--- src/design/commu_macros.svh ---
// sizing constants for the frame buffer subsystem, included by the package and by the RTL
`ifndef COMMU_MACROS_SVH
`define COMMU_MACROS_SVH

// ------------------------------
// bank memory
// ------------------------------

// number of frame banks
`define COMMU_BANKS 8

// byte address width inside one bank
`define COMMU_BANK_AW 10

// ------------------------------
// frame timing
// ------------------------------

// cycles from frame end to the write bank switch
`define COMMU_SWITCH_DLY 8

// idle cycles between frames, must exceed the switch delay
`define COMMU_FRAME_GAP 12

`endif

--- src/design/commu_pkg.sv ---
// shared types for the frame buffer subsystem, referenced by scoped names from the RTL
`include "commu_macros.svh"

package commu_pkg;

	// ------------------------------
	// data widths
	// ------------------------------

	// source or trailer word
	typedef logic [15:0] word_t;

	// one buffered byte
	typedef logic [7:0] byte_t;

	// byte address inside a bank
	typedef logic [`COMMU_BANK_AW-1:0] baddr_t;

	// bank index
	typedef logic [2:0] bank_t;

	// frame length in bytes, one bit wider than an address
	typedef logic [`COMMU_BANK_AW:0] blen_t;

	// ------------------------------
	// state machines
	// ------------------------------

	typedef enum logic [2:0] {
		REPK_IDLE,
		REPK_DATA,
		REPK_TRAILER,
		REPK_TAIL,
		REPK_GAP
	} repack_state_e;

	typedef enum logic [1:0] {
		RD_IDLE,
		RD_READ,
		RD_CLOSE,
		RD_GAP
	} reader_state_e;

endpackage

--- src/design/commu_repack.sv ---
// frames source words for the buffer and closes each frame with a 16-bit sum trailer
`timescale 1ns/1ps
`include "commu_macros.svh"

module commu_repack (
	input  logic            clk_sys,
	input  logic            rst_n,
	input  commu_pkg::word_t word_data,
	input  logic            word_vld,
	input  logic            word_last,
	output commu_pkg::word_t repk_data,
	output logic            repk_vld,
	output logic            repk_frm,
	output logic            src_busy
);

	localparam int GAP_W = $clog2(`COMMU_FRAME_GAP);

	commu_pkg::repack_state_e state;
	logic [GAP_W-1:0]         cnt;
	commu_pkg::word_t         sum;

	logic accept;
	logic trl_stb;

	// ------------------------------
	// strobe decode
	// ------------------------------

	// words are taken only before the trailer
	assign accept = word_vld &&
		(state == commu_pkg::REPK_IDLE || state == commu_pkg::REPK_DATA);

	// second cycle of TRAILER carries the sum
	assign trl_stb = (state == commu_pkg::REPK_TRAILER) && (cnt != '0);

	assign repk_vld  = accept || trl_stb;
	assign repk_data = trl_stb ? sum : word_data;

	// frame opens together with the first word
	assign repk_frm = (state == commu_pkg::REPK_DATA) ||
		(state == commu_pkg::REPK_TRAILER) ||
		(state == commu_pkg::REPK_TAIL) ||
		(state == commu_pkg::REPK_IDLE && word_vld);

	assign src_busy = (state == commu_pkg::REPK_TRAILER) ||
		(state == commu_pkg::REPK_TAIL) ||
		(state == commu_pkg::REPK_GAP);

	// ------------------------------
	// FSM
	// ------------------------------

	always_ff @(posedge clk_sys or negedge rst_n) begin
		if (!rst_n) begin
			state <= commu_pkg::REPK_IDLE;
			cnt   <= '0;
		end else begin
			case (state)
				commu_pkg::REPK_IDLE: begin
					if (word_vld) begin
						cnt   <= '0;
						state <= word_last ? commu_pkg::REPK_TRAILER : commu_pkg::REPK_DATA;
					end
				end
				commu_pkg::REPK_DATA: begin
					if (word_vld && word_last) begin
						cnt   <= '0;
						state <= commu_pkg::REPK_TRAILER;
					end
				end
				commu_pkg::REPK_TRAILER: begin
					// one wait cycle, then the sum strobe
					if (cnt == '0) begin
						cnt <= GAP_W'(1);
					end else begin
						state <= commu_pkg::REPK_TAIL;
					end
				end
				commu_pkg::REPK_TAIL: begin
					// trailer low byte goes in here
					cnt   <= GAP_W'(`COMMU_FRAME_GAP - 1);
					state <= commu_pkg::REPK_GAP;
				end
				commu_pkg::REPK_GAP: begin
					if (cnt == '0) begin
						state <= commu_pkg::REPK_IDLE;
					end else begin
						cnt <= cnt - GAP_W'(1);
					end
				end
				default: begin
					state <= commu_pkg::REPK_IDLE;
				end
			endcase
		end
	end

	// running sum, restarted by the first word
	always_ff @(posedge clk_sys) begin
		if (accept) begin
			sum <= (state == commu_pkg::REPK_IDLE) ? word_data : sum + word_data;
		end
	end

	// buffer splits each word over two cycles
	a_word_spacing: assert property (@(posedge clk_sys) disable iff (!rst_n)
		word_vld |=> !word_vld);

endmodule

--- config.mk ---
export PLATFORM = sky130hd
export DESIGN_NAME = commu_repack
export DESIGN_NICKNAME = d
export VERILOG_FILES = /design/src/design/commu_pkg.sv /design/src/design/commu_repack.sv
export VERILOG_INCLUDE_DIRS = /design/src /design/src/design
export SDC_FILE = /design/constraint.sdc
export NUM_CORES = 1
export LEC_CHECK = 0
export ABC_AREA = 1
export BUFFER_PORTS_ARGS = -buffer_cell sky130_fd_sc_hd__buf_2
export CAP_MARGIN = 20
export CORE_MARGIN = 2
export CORE_UTILIZATION = 40
export CTS_BUF_LIST = sky130_fd_sc_hd__clkbuf_4
export CTS_CLUSTER_DIAMETER = 60
export CTS_CLUSTER_SIZE = 14
export DETAILED_ROUTE_END_ITERATION = 8
export PLACE_DENSITY = 0.66
export RECOVER_POWER = 100
export SLEW_MARGIN = 20
export SYNTH_ARGS = -nofsm -noshare
export SYNTH_HDL_FRONTEND = slang
export SYNTH_SLANG_ARGS = --single-unit
export TNS_END_PERCENT = 1
--- constraint.sdc ---
create_clock -name clk_sys -period 1.9 [get_ports clk_sys]
set_input_delay 0.285 -clock clk_sys [delete_from_list [all_inputs] [get_ports clk_sys]]
set_output_delay 0.285 -clock clk_sys [all_outputs]
set_load 0.01 [all_outputs]
==> reports/qor.csv <==
metric,value,unit
status,"complete, but fails checks",
violated checks,setup timing,
Post-DP HPWL,4030,µm
Clk pwr share,5.4,%
RSZ-0062 raised after global routing,true,
Residual DRC,0,
Sw Pwr,0.00210,W
gr usage total,19.3,%
grt met3 use,2.95,%
Slew Limit Headroom,68.4,%
post-synthesis cell count,315,
Peak VDD IR,0.737,mV
Die Area,6250,µm²
MaxCap Viol Count,0,
PD cells,1560,nW/µm²
share of layout cells above drive strength 1,27.2,%
M1 GR Usage,23.9,%
worst setup path category,flip-flop to output pin,
Worst EP required,1.62,ns
top post-synthesis cells by area,"edfxtp_1, nand2_1, ha_1, dfrtp_1, inv_1",
Setup crit start kind,flip-flop,
number of global-route vias before repair,2139,
"Power, Total",0.00458,W
DIE HEIGHT,79.1,µm
"Net Count, Synth",352,
LEAKAGE,1.55,nW
Logic pwr share,72.6,%
"Avg Cell Area, Syn",7.16,µm²
vias per cell,4.89,
GRT overflow,0,
crit-path max FO,8,
clock latency at the later pin of the worst-skew pair,0.34,ns
NumNets Final,410,
hold path cells,3,
diodes inserted,0,
Routability Congestion,0.870,
Starting DRT DRC Count,112,
"Slew Viols, Final",0,
CP startpoint,state[0],
final WL,5580,µm
Reg power frac,22.0,%
"Buf+Inv Stages, Crit Path",3,
most frequent cells in the layout,"nand2_1, inv_1, buf_2",
Port Buf Inserts,38,
average wire per standard cell,12.6,µm
antenna violations before repair,0,
Worst Skew,0.0245,ns
fraction of the yosys area taken by sequential cells,29.1,%
CTS Root Cell,clkbuf_4,
min Tclk post-route,2.02,ns
cell taking the most area after synthesis,edfxtp_1,
count of cell types in the netlist,34,
Core ar.,5470,µm²
1st-pass router iterations,4,
Worst R2R Path Depth,9,
hold_ws,0.241,ns
TritonCTS clock tree,done,
origin of the critical flop-to-flop path,sum[0],
"antenna viol nets, final",0,
Initial Util,41.2,%
first-pass GRT wire length,9610,µm
Worst-Margin Slew,0.474,ns
"Slowest-stage cell, CP",dfrtp_1,
RR Endpoint,sum[6],
Hold Path End,sum[7],
final setup fails,17,
CP max stage delay,0.43,ns
family with the most delay on the worst path,flip-flops,
final worst slack,-0.123,ns
CTS max path bufs,2,
Hold Path Class,input pin to flip-flop,
I/O Pins,39,
Final Cycle Share,106,%
worst slack at placement,-0.0452,ns
largest net degree at the start of global routing,17,
Post-Synthesis Cell Area,2250,µm²
"commonest non-fill, non-tap cell in the layout",nand2_1,
switching share of power,45.9,%
htree depth,1,
TritonCTS Buffers,3,
met2 GRT Util,34.7,%
FP Rows,27,
utilization after layout,53.7,%
die width,79.1,µm
Yosys reg bits,23,
Int Pwr,0.00248,W
Syn-to-layout area delta,30.4,%
Hold Path Origin,word_data[7],
YS warnings,0,
GR peak layer,met2,
Critical Path End Type,output pin,
"reg-to-reg slack, setup",0.10,ns
Critical Path AT,1.74,ns
top cell type's share of synthesized area,21.3,%
Peak Freq,494,MHz
"Hold Vio Cnt, Final",0,
critical-path cell list,"inv_2, nand2_4, nor2_4, nand2_8, buf_12, mux2_4, buf_6",
clk sink count,23,
DR vias,2170,
CTS clock-pin slew for the worst setup and hold paths,0.15,ns
Yosys cell counts, drive strengths merged:
cell type,number
fa,1
nand4,2
nor2,18
dfrtp,7
inv,45
xnor2,3
o22ai,1
nand3b,4
nand3,20
nand2,120
edfxtp,16
nor3,4
mux2,16
and2,1
nor3b,1
o21a,1
o21ai,14
ha,16
buf,5
a21oi,11
or2,6
xor2,3
worst reg2reg max path: stages (launching register included):
cell and delay [ns]:
edfxtp_1 0.42, ha_2 0.21, fa_2 0.34, nand2_1 0.07
nand2_1 0.07, nand3b_1 0.10, nand2_2 0.08, or2_1 0.21
nand3_1 0.06, nand2_1 0.05
repair_timing:
| item | 4_1_cts | 5_1_grt |
|---|---|---|
| hold buffers | 1 | 0 |
| gates resized for setup | 36 | 14 |
| setup endpoints to repair | 19 | 27 |
| endpoints found under the hold margin | 7 | 0 |
| gates cloned | 1 | 0 |
| buffers inserted | 7 | 2 |
| pin swaps | 4 | 1 |
layer usage:
metal / wire (µm) / vias to the layer above
li1: - / 1128
met1: 2410 / 980
met2: 2820 / 55
met3: 273 / 7
met4: 64 / 0
met5: 0 / -
sequential cells by signal (all words and copies together) (netlist names):
register and count:
sum 16, state 3, cnt 4
cell type report:
| type | instances | area, µm² |
|---|---|---|
| fill | 549 | 2530 |
| timing repair buffer | 58 | 483 |
| sequential | 23 | 656 |
| clock buffer | 3 | 22.5 |
| multi-input combinational | 242 | 1520 |
| tap | 72 | 90.1 |
| clock inverter | 1 | 5.00 |
| inverter | 45 | 169 |
logic make-up after synthesis:
family                   synth area share [%]
buffers and inverters                    9.27
flip-flops                               29.1
AND/OR/NAND/NOR                          33.7
adder cells (fa/ha/maj)                  9.77
AO/OA/AOI/OAI                            6.33
multiplexers                             9.49
XOR/XNOR                                 2.33
worst max path at each step:
stage                               to  slack, ns  cells after the start
final                     repk_data[5]      -0.12                      7
after global routing      repk_data[2]      -0.22                      7
after CTS                 repk_data[5]      -0.16                      7
after detailed placement        sum[8]      -0.05                     11
after global placement          sum[8]      -0.03                     11
after floorplan                 sum[8]       0.08                     10
through the flow:
step           TNS (ns)  instances  area, µm²
6_report          -1.75        444       2940
5_1_grt           -3.54        444       2940
4_1_cts           -2.35        442       2880
3_5_place_dp    -0.0997        429       2590
3_3_place_gp    -0.0323        429       2590
2_1_floorplan         0        315       2250
power by group through the flow:
| stage | clock network (W) | registers [W] | logic, W |
|---|---|---|---|
| final | 0.000246 | 0.00101 | 0.00332 |
| after global routing | 0.000278 | 0.00103 | 0.00374 |
| after CTS | 0.000264 | 0.000997 | 0.00325 |
| after detailed placement | 0 | 0.00101 | 0.00278 |
| after global placement | 0 | 0.00100 | 0.00272 |
| after floorplan | 0 | 0.000970 | 0.00208 |
Power figures use the tool's default switching activity.
