$ cat src/design/commu_macros.svh
// sizing constants for the frame buffer subsystem, included by the package and by the RTL
`ifndef COMMU_MACROS_SVH
`define COMMU_MACROS_SVH

// ------------------------------
// bank memory
// ------------------------------

// number of frame banks
`define COMMU_BANKS 8

// byte address width inside one bank
`define COMMU_BANK_AW 10

// ------------------------------
// frame timing
// ------------------------------

// cycles from frame end to the write bank switch
`define COMMU_SWITCH_DLY 8

// idle cycles between frames, must exceed the switch delay
`define COMMU_FRAME_GAP 12

`endif

$ cat src/design/commu_pkg.sv
// shared types for the frame buffer subsystem, referenced by scoped names from the RTL
`include "commu_macros.svh"

package commu_pkg;

	// ------------------------------
	// data widths
	// ------------------------------

	// source or trailer word
	typedef logic [15:0] word_t;

	// one buffered byte
	typedef logic [7:0] byte_t;

	// byte address inside a bank
	typedef logic [`COMMU_BANK_AW-1:0] baddr_t;

	// bank index
	typedef logic [2:0] bank_t;

	// frame length in bytes, one bit wider than an address
	typedef logic [`COMMU_BANK_AW:0] blen_t;

	// ------------------------------
	// state machines
	// ------------------------------

	typedef enum logic [2:0] {
		REPK_IDLE,
		REPK_DATA,
		REPK_TRAILER,
		REPK_TAIL,
		REPK_GAP
	} repack_state_e;

	typedef enum logic [1:0] {
		RD_IDLE,
		RD_READ,
		RD_CLOSE,
		RD_GAP
	} reader_state_e;

endpackage

$ cat src/design/commu_frame_reader.sv
// reads one buffered frame per request, forwards its bytes and checks the sum trailer
`timescale 1ns/1ps

module commu_frame_reader (
	input  logic            clk_sys,
	input  logic            rst_n,
	input  logic            rd_start,
	input  commu_pkg::blen_t rd_len,
	input  commu_pkg::byte_t buf_q,
	output logic            buf_rd,
	output logic            buf_frm,
	output logic            rd_busy,
	output commu_pkg::byte_t out_byte,
	output logic            out_vld,
	output logic            out_last,
	output logic            out_sum_ok
);

	commu_pkg::reader_state_e state;
	commu_pkg::blen_t         rem;
	logic                     gap_cnt;
	logic                     start_acc;

	logic                     odd;
	commu_pkg::byte_t         hi_byte;
	commu_pkg::word_t         sum;

	assign start_acc = rd_start && (state == commu_pkg::RD_IDLE);

	assign buf_rd  = (state == commu_pkg::RD_READ);
	assign buf_frm = (state == commu_pkg::RD_READ) || (state == commu_pkg::RD_CLOSE);
	assign rd_busy = (state != commu_pkg::RD_IDLE);

	// ------------------------------
	// FSM
	// ------------------------------

	always_ff @(posedge clk_sys or negedge rst_n) begin
		if (!rst_n) begin
			state    <= commu_pkg::RD_IDLE;
			rem      <= '0;
			gap_cnt  <= 1'b0;
			out_vld  <= 1'b0;
			out_last <= 1'b0;
		end else begin
			// bank data comes back one cycle after each read
			out_vld  <= (state == commu_pkg::RD_READ);
			out_last <= (state == commu_pkg::RD_READ) && (rem == 1);
			case (state)
				commu_pkg::RD_IDLE: begin
					if (rd_start) begin
						rem   <= rd_len;
						state <= commu_pkg::RD_READ;
					end
				end
				commu_pkg::RD_READ: begin
					rem <= rem - 1'b1;
					if (rem == 1) begin
						state <= commu_pkg::RD_CLOSE;
					end
				end
				commu_pkg::RD_CLOSE: begin
					gap_cnt <= 1'b0;
					state   <= commu_pkg::RD_GAP;
				end
				commu_pkg::RD_GAP: begin
					gap_cnt <= 1'b1;
					if (gap_cnt) begin
						state <= commu_pkg::RD_IDLE;
					end
				end
				default: begin
					state <= commu_pkg::RD_IDLE;
				end
			endcase
		end
	end

	// ------------------------------
	// trailer check
	// ------------------------------

	// high byte of each pair comes first
	always_ff @(posedge clk_sys or negedge rst_n) begin
		if (!rst_n) begin
			odd <= 1'b0;
		end else if (start_acc) begin
			odd <= 1'b0;
		end else if (out_vld) begin
			odd <= !odd;
		end
	end

	always_ff @(posedge clk_sys) begin
		if (start_acc) begin
			sum <= '0;
		end else if (out_vld && odd && !out_last) begin
			sum <= sum + {hi_byte, buf_q};
		end
		if (out_vld && !odd) begin
			hi_byte <= buf_q;
		end
	end

	assign out_byte = buf_q;

	// last pair is the trailer itself
	assign out_sum_ok = out_last && ({hi_byte, buf_q} == sum);

	a_len_ok: assert property (@(posedge clk_sys) disable iff (!rst_n)
		start_acc |-> (!rd_len[0] && rd_len >= 4));

endmodule

$ cat config.mk
export PLATFORM = sky130hd
export DESIGN_NAME = commu_frame_reader
export DESIGN_NICKNAME = d
export VERILOG_FILES = /design/src/design/commu_pkg.sv /design/src/design/commu_frame_reader.sv
export VERILOG_INCLUDE_DIRS = /design/src /design/src/design
export SDC_FILE = /design/constraint.sdc
export NUM_CORES = 1
export LEC_CHECK = 0
export BUFFER_PORTS_ARGS = -buffer_cell sky130_fd_sc_hd__clkbuf_2
export CORE_MARGIN = 5
export CORE_UTILIZATION = 30
export CTS_CLUSTER_DIAMETER = 40
export CTS_CLUSTER_SIZE = 12
export DETAILED_ROUTE_END_ITERATION = 10
export SLEW_MARGIN = 25
export SYNTH_ARGS = -nofsm -noshare
export SYNTH_HDL_FRONTEND = slang
export SYNTH_SLANG_ARGS = --single-unit
export TNS_END_PERCENT = 5
$ cat constraint.sdc
create_clock -name clk_sys -period 1.9 [get_ports clk_sys]
set_input_delay 0.285 -clock clk_sys [delete_from_list [all_inputs] [get_ports clk_sys]]
set_output_delay 0.285 -clock clk_sys [all_outputs]
set_load 0.1 [all_outputs]
==> flow_summary.toml, run 1 <==
[run_status]
status = "finished, violations left"
violations = "negative setup slack"

[route]
drc_errors = 0
routed_wl_um = 7370
vias_per_cell = 4.97
vias = 2588
ant_nets = 0
firstDrtPassIters = 4
wl_per_cell_um = 14.1
detail_route.iter0.violations = 99

[hold_path]
hold_path_class = "primary input to register"
worstHoldStart = "buf_q[7]"

[clock_tree]
cts_tree = "yes"
clk_path_buf_depth = 2
htree_levels = 2
cts_made_buffers = 5
root_buffer = "clkbuf_8"
clock_latency_ns = 0.30
cts_sinks = 41
cts.clk_slew.worst_paths_ns = 0.09

[synthesis]
synth_common_cells = "nand2_1, a21oi_1, o21ai_0"
async_reset_ff_share_pct = 41.5
synth_area_mm2 = 0.00283
ys.warnings.count = 0
yosysSeqAreaShare_pct = 34.8
postSynthCellCount = 330
synth.distinct_cells = 63
syn-num-nets = 374
synth_top_area_cell = "dfrtp_1"
synth_area_per_cell_um2 = 8.58
synth-seq-cells = 41
yosys.cell_count.top_type = "nand2_1"
synth_edf_count = 8
yosys.area.top_type_share_pct = 15.0
synth-main-ff-cell = "dfrtp_1"
synthTopCellsByArea = "dfrtp_1, dfxtp_1, ha_1"

[worst_setup_path]
crit_type = "register to output pin"
reg2reg_from = "hi_byte[4]"
startpoint_type = "register"
cp.arrival_ns = 1.86
cp_max_fo = 2
cp-end-kind = "output pin"
critPathLaunch = "hi_byte[4]"
critical_path_required_ns = 1.62

[global_routing]
grt_overflow = 0
grt_pass1_vias = 2560
grt_pass1_wl_um = 12400
grt_use_total_pct = 13.3
antenna_found_initial = 0
grt_max_degree = 26

[die]
start_util_pct = 30.6
core-area_mm2 = 0.00924
die_h_um = 107
pin_count = 36
die-area_mm2 = 0.0115
rows = 35
die_x_um = 107

[timing]
finalWorstSetupSlack_ns = -0.248
hold_violations = 0
rsz0062_at_grt = "true"
hold_slack_ns = 0.201
worstMarginPinSlew_ns = 0.551
fmax_ghz = 0.466
skew_ns = 0.0112
final_max_slew_viol_count = 0
setup_viol = 7
fin_crit_sh_pct = 113
slew_headroom_pct = 63.4
period_minus_slack_ns = 2.15

[place]
port-buffer-count = 35
place_congestion = 0.863
hpwl_um = 5500

[finish]
area_delta_synth_final_pct = 31.6
multi_input_area_mm2 = 0.00190
fillers = 936
fin_nets = 435
insertedDiodeCount = 0
drive_gt1_share_pct = 33.9
regArea_um2 = 992

[power]
power_density_mw_per_mm2 = 1610
p_leak_nw = 1.57
ir_drop_mv = 1.81
total_power_mw = 5.99

[flow_run]
maxCapViolations = 0
-- kinds of logic after synthesis --
group	share of synthesized area [%]
AO/OA/AOI/OAI	23.2
AND/OR/NAND/NOR	21.1
flip-flops	34.8
XOR/XNOR	3.09
adder cells (fa/ha/maj)	9.99
multiplexers	1.41
buffers and inverters	6.32
-- critical path, cell delays in order (launching register included) --
cell      delay [ns]
edfxtp_1        0.42
ha_4            0.25
nor4_4          0.29
nand4_1         0.25
nor2_4          0.18
buf_12          0.18
-- cell type report --
| class | count | area share [%] |
|---|---|---|
| multi-input combinational | 252 | 51.0 |
| sequential | 41 | 26.6 |
| clock inverter | 2 | 0.269 |
| clock buffer | 6 | 1.95 |
| inverter | 13 | 1.41 |
| tap | 129 | 4.33 |
| timing repair buffer | 78 | 14.4 |
-- path summary, 6_finish.rpt --
kind / slack, ns / to / cells after the start
min in group asynchronous: 0.45 / rem[9] / 2
min reg2reg: 0.46 / sum[3] / 2
max: -0.25 / out_sum_ok / 5
max in group asynchronous: 1.10 / out_last / 2
min: 0.20 / hi_byte[7] / 1
max reg2reg: -0.13 / sum[15] / 9
-- through the flow --
step | instance area [um2] | setup TNS (ns) | util [%] | setup WS (ns) | std cells
after floorplan | 2880 | -0.825 | - | -0.111 | 330
after global placement | 3420 | -1.54 | 37.0 | -0.231 | 509
after detailed placement | 3420 | -1.86 | 37.0 | -0.284 | 509
after CTS | 3700 | -0.682 | 40.0 | -0.221 | 521
after global routing | 3730 | -1.71 | 40.3 | -0.297 | 521
final | 3730 | -0.678 | 40.3 | -0.248 | 521
-- per-layer routing --
metal,track usage [%],vias up,share of wire (%)
met5,0,-,0
met3,3.25,8,3.6
met1,16.5,1217,45
met2,23.1,46,51
met4,2.65,0,1.1
li1,-,1317,-
-- power by group --
group | switching (mW) | leakage (nW) | internal, mW | total, mW
clock | 0.321 | 0.0450 | 0.255 | 0.576
sequential | 0.308 | 0.403 | 1.26 | 1.57
combinational | 2.21 | 1.12 | 1.63 | 3.85
total | 2.84 | 1.57 | 3.15 | 5.99
-- what timing repair did --
action,in CTS,in global routing
pin swaps,16,3
hold endpoints to repair,17,0
endpoints found under the setup margin,11,13
setup buffers,3,0
gates resized for setup,25,9
hold buffers,1,0
-- sequential cells by signal, summed over array words and instances (netlist names) --
name and count:
out_vld 1, gap_cnt 1, hi_byte 8, rem 11
state 2, odd 1, sum 16, out_last 1
-- layout by cell type (no fill, tap or decap), drive strengths merged, types with 2 or more instances in the layout --
master  instances
buf            46
nand2          37
clkbuf         37
a21oi          30
o21ai          28
ha             21
nor2           19
dfrtp          17
dfxtp          16
nand3          15
inv            12
a21o            8
edfxtp          8
and3            7
nor3            6
xnor2           6
a211oi          6
and2            5
or2             5
nor4            5
nand4           4
xor2            4
mux2i           4
o211ai          3
nand4b          3
o21a            3
o22ai           3
a22o            3
o221ai          3
o31ai           2
nor3b           2
clkinv          2
a221oi          2
(Power assumes the default switching activity.)
==> run 2: changes to the inputs <==
Settings changed: CORE_UTILIZATION 30 to 53, PLACE_DENSITY from default to 0.77.
==> flow_summary.toml, run 2 (synthesized netlist as in run 1, its figures left out) <==
[clock_tree]
cts.clk_slew.worst_paths_ns = 0.08
clk_path_buf_depth = 2
root_buffer = "clkbuf_8"
cts_sinks = 41
cts_tree = "yes"
cts_made_buffers = 5
htree_levels = 2
clock_latency_ns = 0.30

[die]
die_x_um = 83.1
pin_count = 36
die_h_um = 83.1
die-area_mm2 = 0.00690
core-area_mm2 = 0.00514
start_util_pct = 55.1
rows = 26

[route]
detail_route.iter0.violations = 356
ant_nets = 0
vias_per_cell = 6.00
routed_wl_um = 8190
vias = 2780
wl_per_cell_um = 17.7
drc_errors = 0
firstDrtPassIters = 5

[place]
port-buffer-count = 35
hpwl_um = 5470
place_congestion = 1.01
dpl_cell_area_mm2 = 0.00336

[timing]
setup_viol = 9
finalWorstSetupSlack_ns = -0.315
fmax_ghz = 0.451
fin_crit_sh_pct = 117
skew_ns = 0.0105
slew_headroom_pct = 63.3
period_minus_slack_ns = 2.22
hold_violations = 0
rsz0062_at_grt = "true"
final_max_slew_viol_count = 0
hold_slack_ns = 0.201
worstMarginPinSlew_ns = 0.552

[power]
ir_drop_mv = 1.63
p_leak_nw = 1.59
power_density_mw_per_mm2 = 1670
total_power_mw = 6.23

[global_routing]
grt_pass1_wl_um = 12600
antenna_found_initial = 0
grt_overflow = 0
grt_pass1_vias = 2650
grt_max_degree = 25
grt_use_total_pct = 22.0

[finish]
largest_reg_flops = 16
insertedDiodeCount = 0
fillers = 387
regArea_um2 = 995
drive_gt1_share_pct = 35.4
fin_nets = 436
final_cell_mix = "buf_4, nand2_1, clkbuf_2"
design_area_mm2 = 0.00373
multi_input_area_mm2 = 0.00195
top_register = "sum"
final_common_cell = "buf_4"
reg_top3 = "sum: 16 flops, rem: 11 flops, hi_byte: 8 flops"
area_delta_synth_final_pct = 31.8

[worst_setup_path]
critical-path-top-delay-family = "compound AO/OA/AOI/OAI gates"
cpPeakStageDelay_ns = 0.37
cp.arrival_ns = 2.44
cp_max_fo = 4
cp-end-kind = "register"
critical_path_required_ns = 2.12
crit_slowest_cell = "fa_2"
startpoint_type = "register"
crit_chain = "ha_4 -> fa_2 -> a21o_1 -> a221oi_4 -> o21ba_2 -> xnor2_1 -> nand2_1 -> a21oi_1"
crit_buf_inv = 0
crit_type = "register to register"

[run_status]
violations = "negative setup slack"
status = "finished, violations left"

[flow_run]
maxCapViolations = 0

[hold_path]
hold_path_class = "primary input to register"
[run 2: changes by cell type in the layout (fill, tap and decap cells not counted), moves of 2 or more]
| cell | delta |
|---|---|
| o21ai_2 | -3 |
| ha_1 | -2 |
| buf_4 | -2 |
| dfxtp_1 | -2 |
| o21ai_0 | +2 |
| ha_4 | +2 |
| a21oi_2 | +2 |
| buf_6 | +2 |
| a21oi_1 | -2 |
| dfxtp_2 | +2 |
[run 2: timing repair]
item / 4_1_cts / 5_1_grt
hold buffers: 1 / 0
endpoints found under the hold margin: 17 / 0
pin swaps: 9 / 18
gates resized for setup: 19 / 24
endpoints found under the setup margin: 11 / 14
setup buffers: 1 / 3
[run 2: layout make-up]
| cell class | instances | share of cell area, % |
|---|---|---|
| Sequential cell | 41 | 26.7 |
| Inverter | 13 | 1.41 |
| Timing Repair Buffer | 79 | 15.1 |
| Clock buffer | 6 | 1.95 |
| Tap cell | 70 | 2.35 |
| Multi-Input combinational cell | 252 | 52.3 |
| Clock inverter | 2 | 0.268 |
[run 2: path summary, 6_finish.rpt]
path                           from    endpoint  slack [ns]  cells after the start
min in group asynchronous     rst_n      rem[8]        0.47                      2
max                          sum[0]      sum[8]       -0.32                      8
min reg2reg                  sum[5]      sum[5]        0.48                      2
min                        buf_q[7]  hi_byte[7]        0.20                      1
max in group asynchronous     rst_n     out_vld        1.07                      2
max reg2reg                  sum[0]      sum[8]       -0.32                      8
[run 2: report_power, final]
group / internal [mW] / switching, mW
clock network: 0.255 / 0.317
logic: 1.72 / 2.34
registers: 1.27 / 0.336
[run 2: worst register-to-register path, cell delays in order, from the launching register on]
cell      delay, ns
dfxtp_2        0.34
ha_4           0.17
fa_2           0.37
a21o_1         0.25
a221oi_4       0.36
o21ba_2        0.24
xnor2_1        0.13
nand2_1        0.09
a21oi_1        0.19
[run 2: per-layer routing]
metal  vias to the layer above  part of all wire, %  global-route usage, %
li1                       1322                    -                      -
met1                      1329                   43                   29.3
met2                       109                   50                   36.1
met3                        20                  5.2                   4.26
met4                         0                  2.0                   6.69
met5                         -                    0                      0
[run 2: metrics by stage]
stage          setup WS (ns)  utilization [%]  setup TNS (ns)  cells
2_1_floorplan         -0.111                -          -0.825    330
3_3_place_gp          -0.280             65.3           -1.66    450
3_5_place_dp          -0.354             65.3           -2.16    450
4_1_cts               -0.226             69.7          -0.846    460
5_1_grt               -0.339             72.6           -2.28    463
6_report              -0.315             72.6           -1.69    463
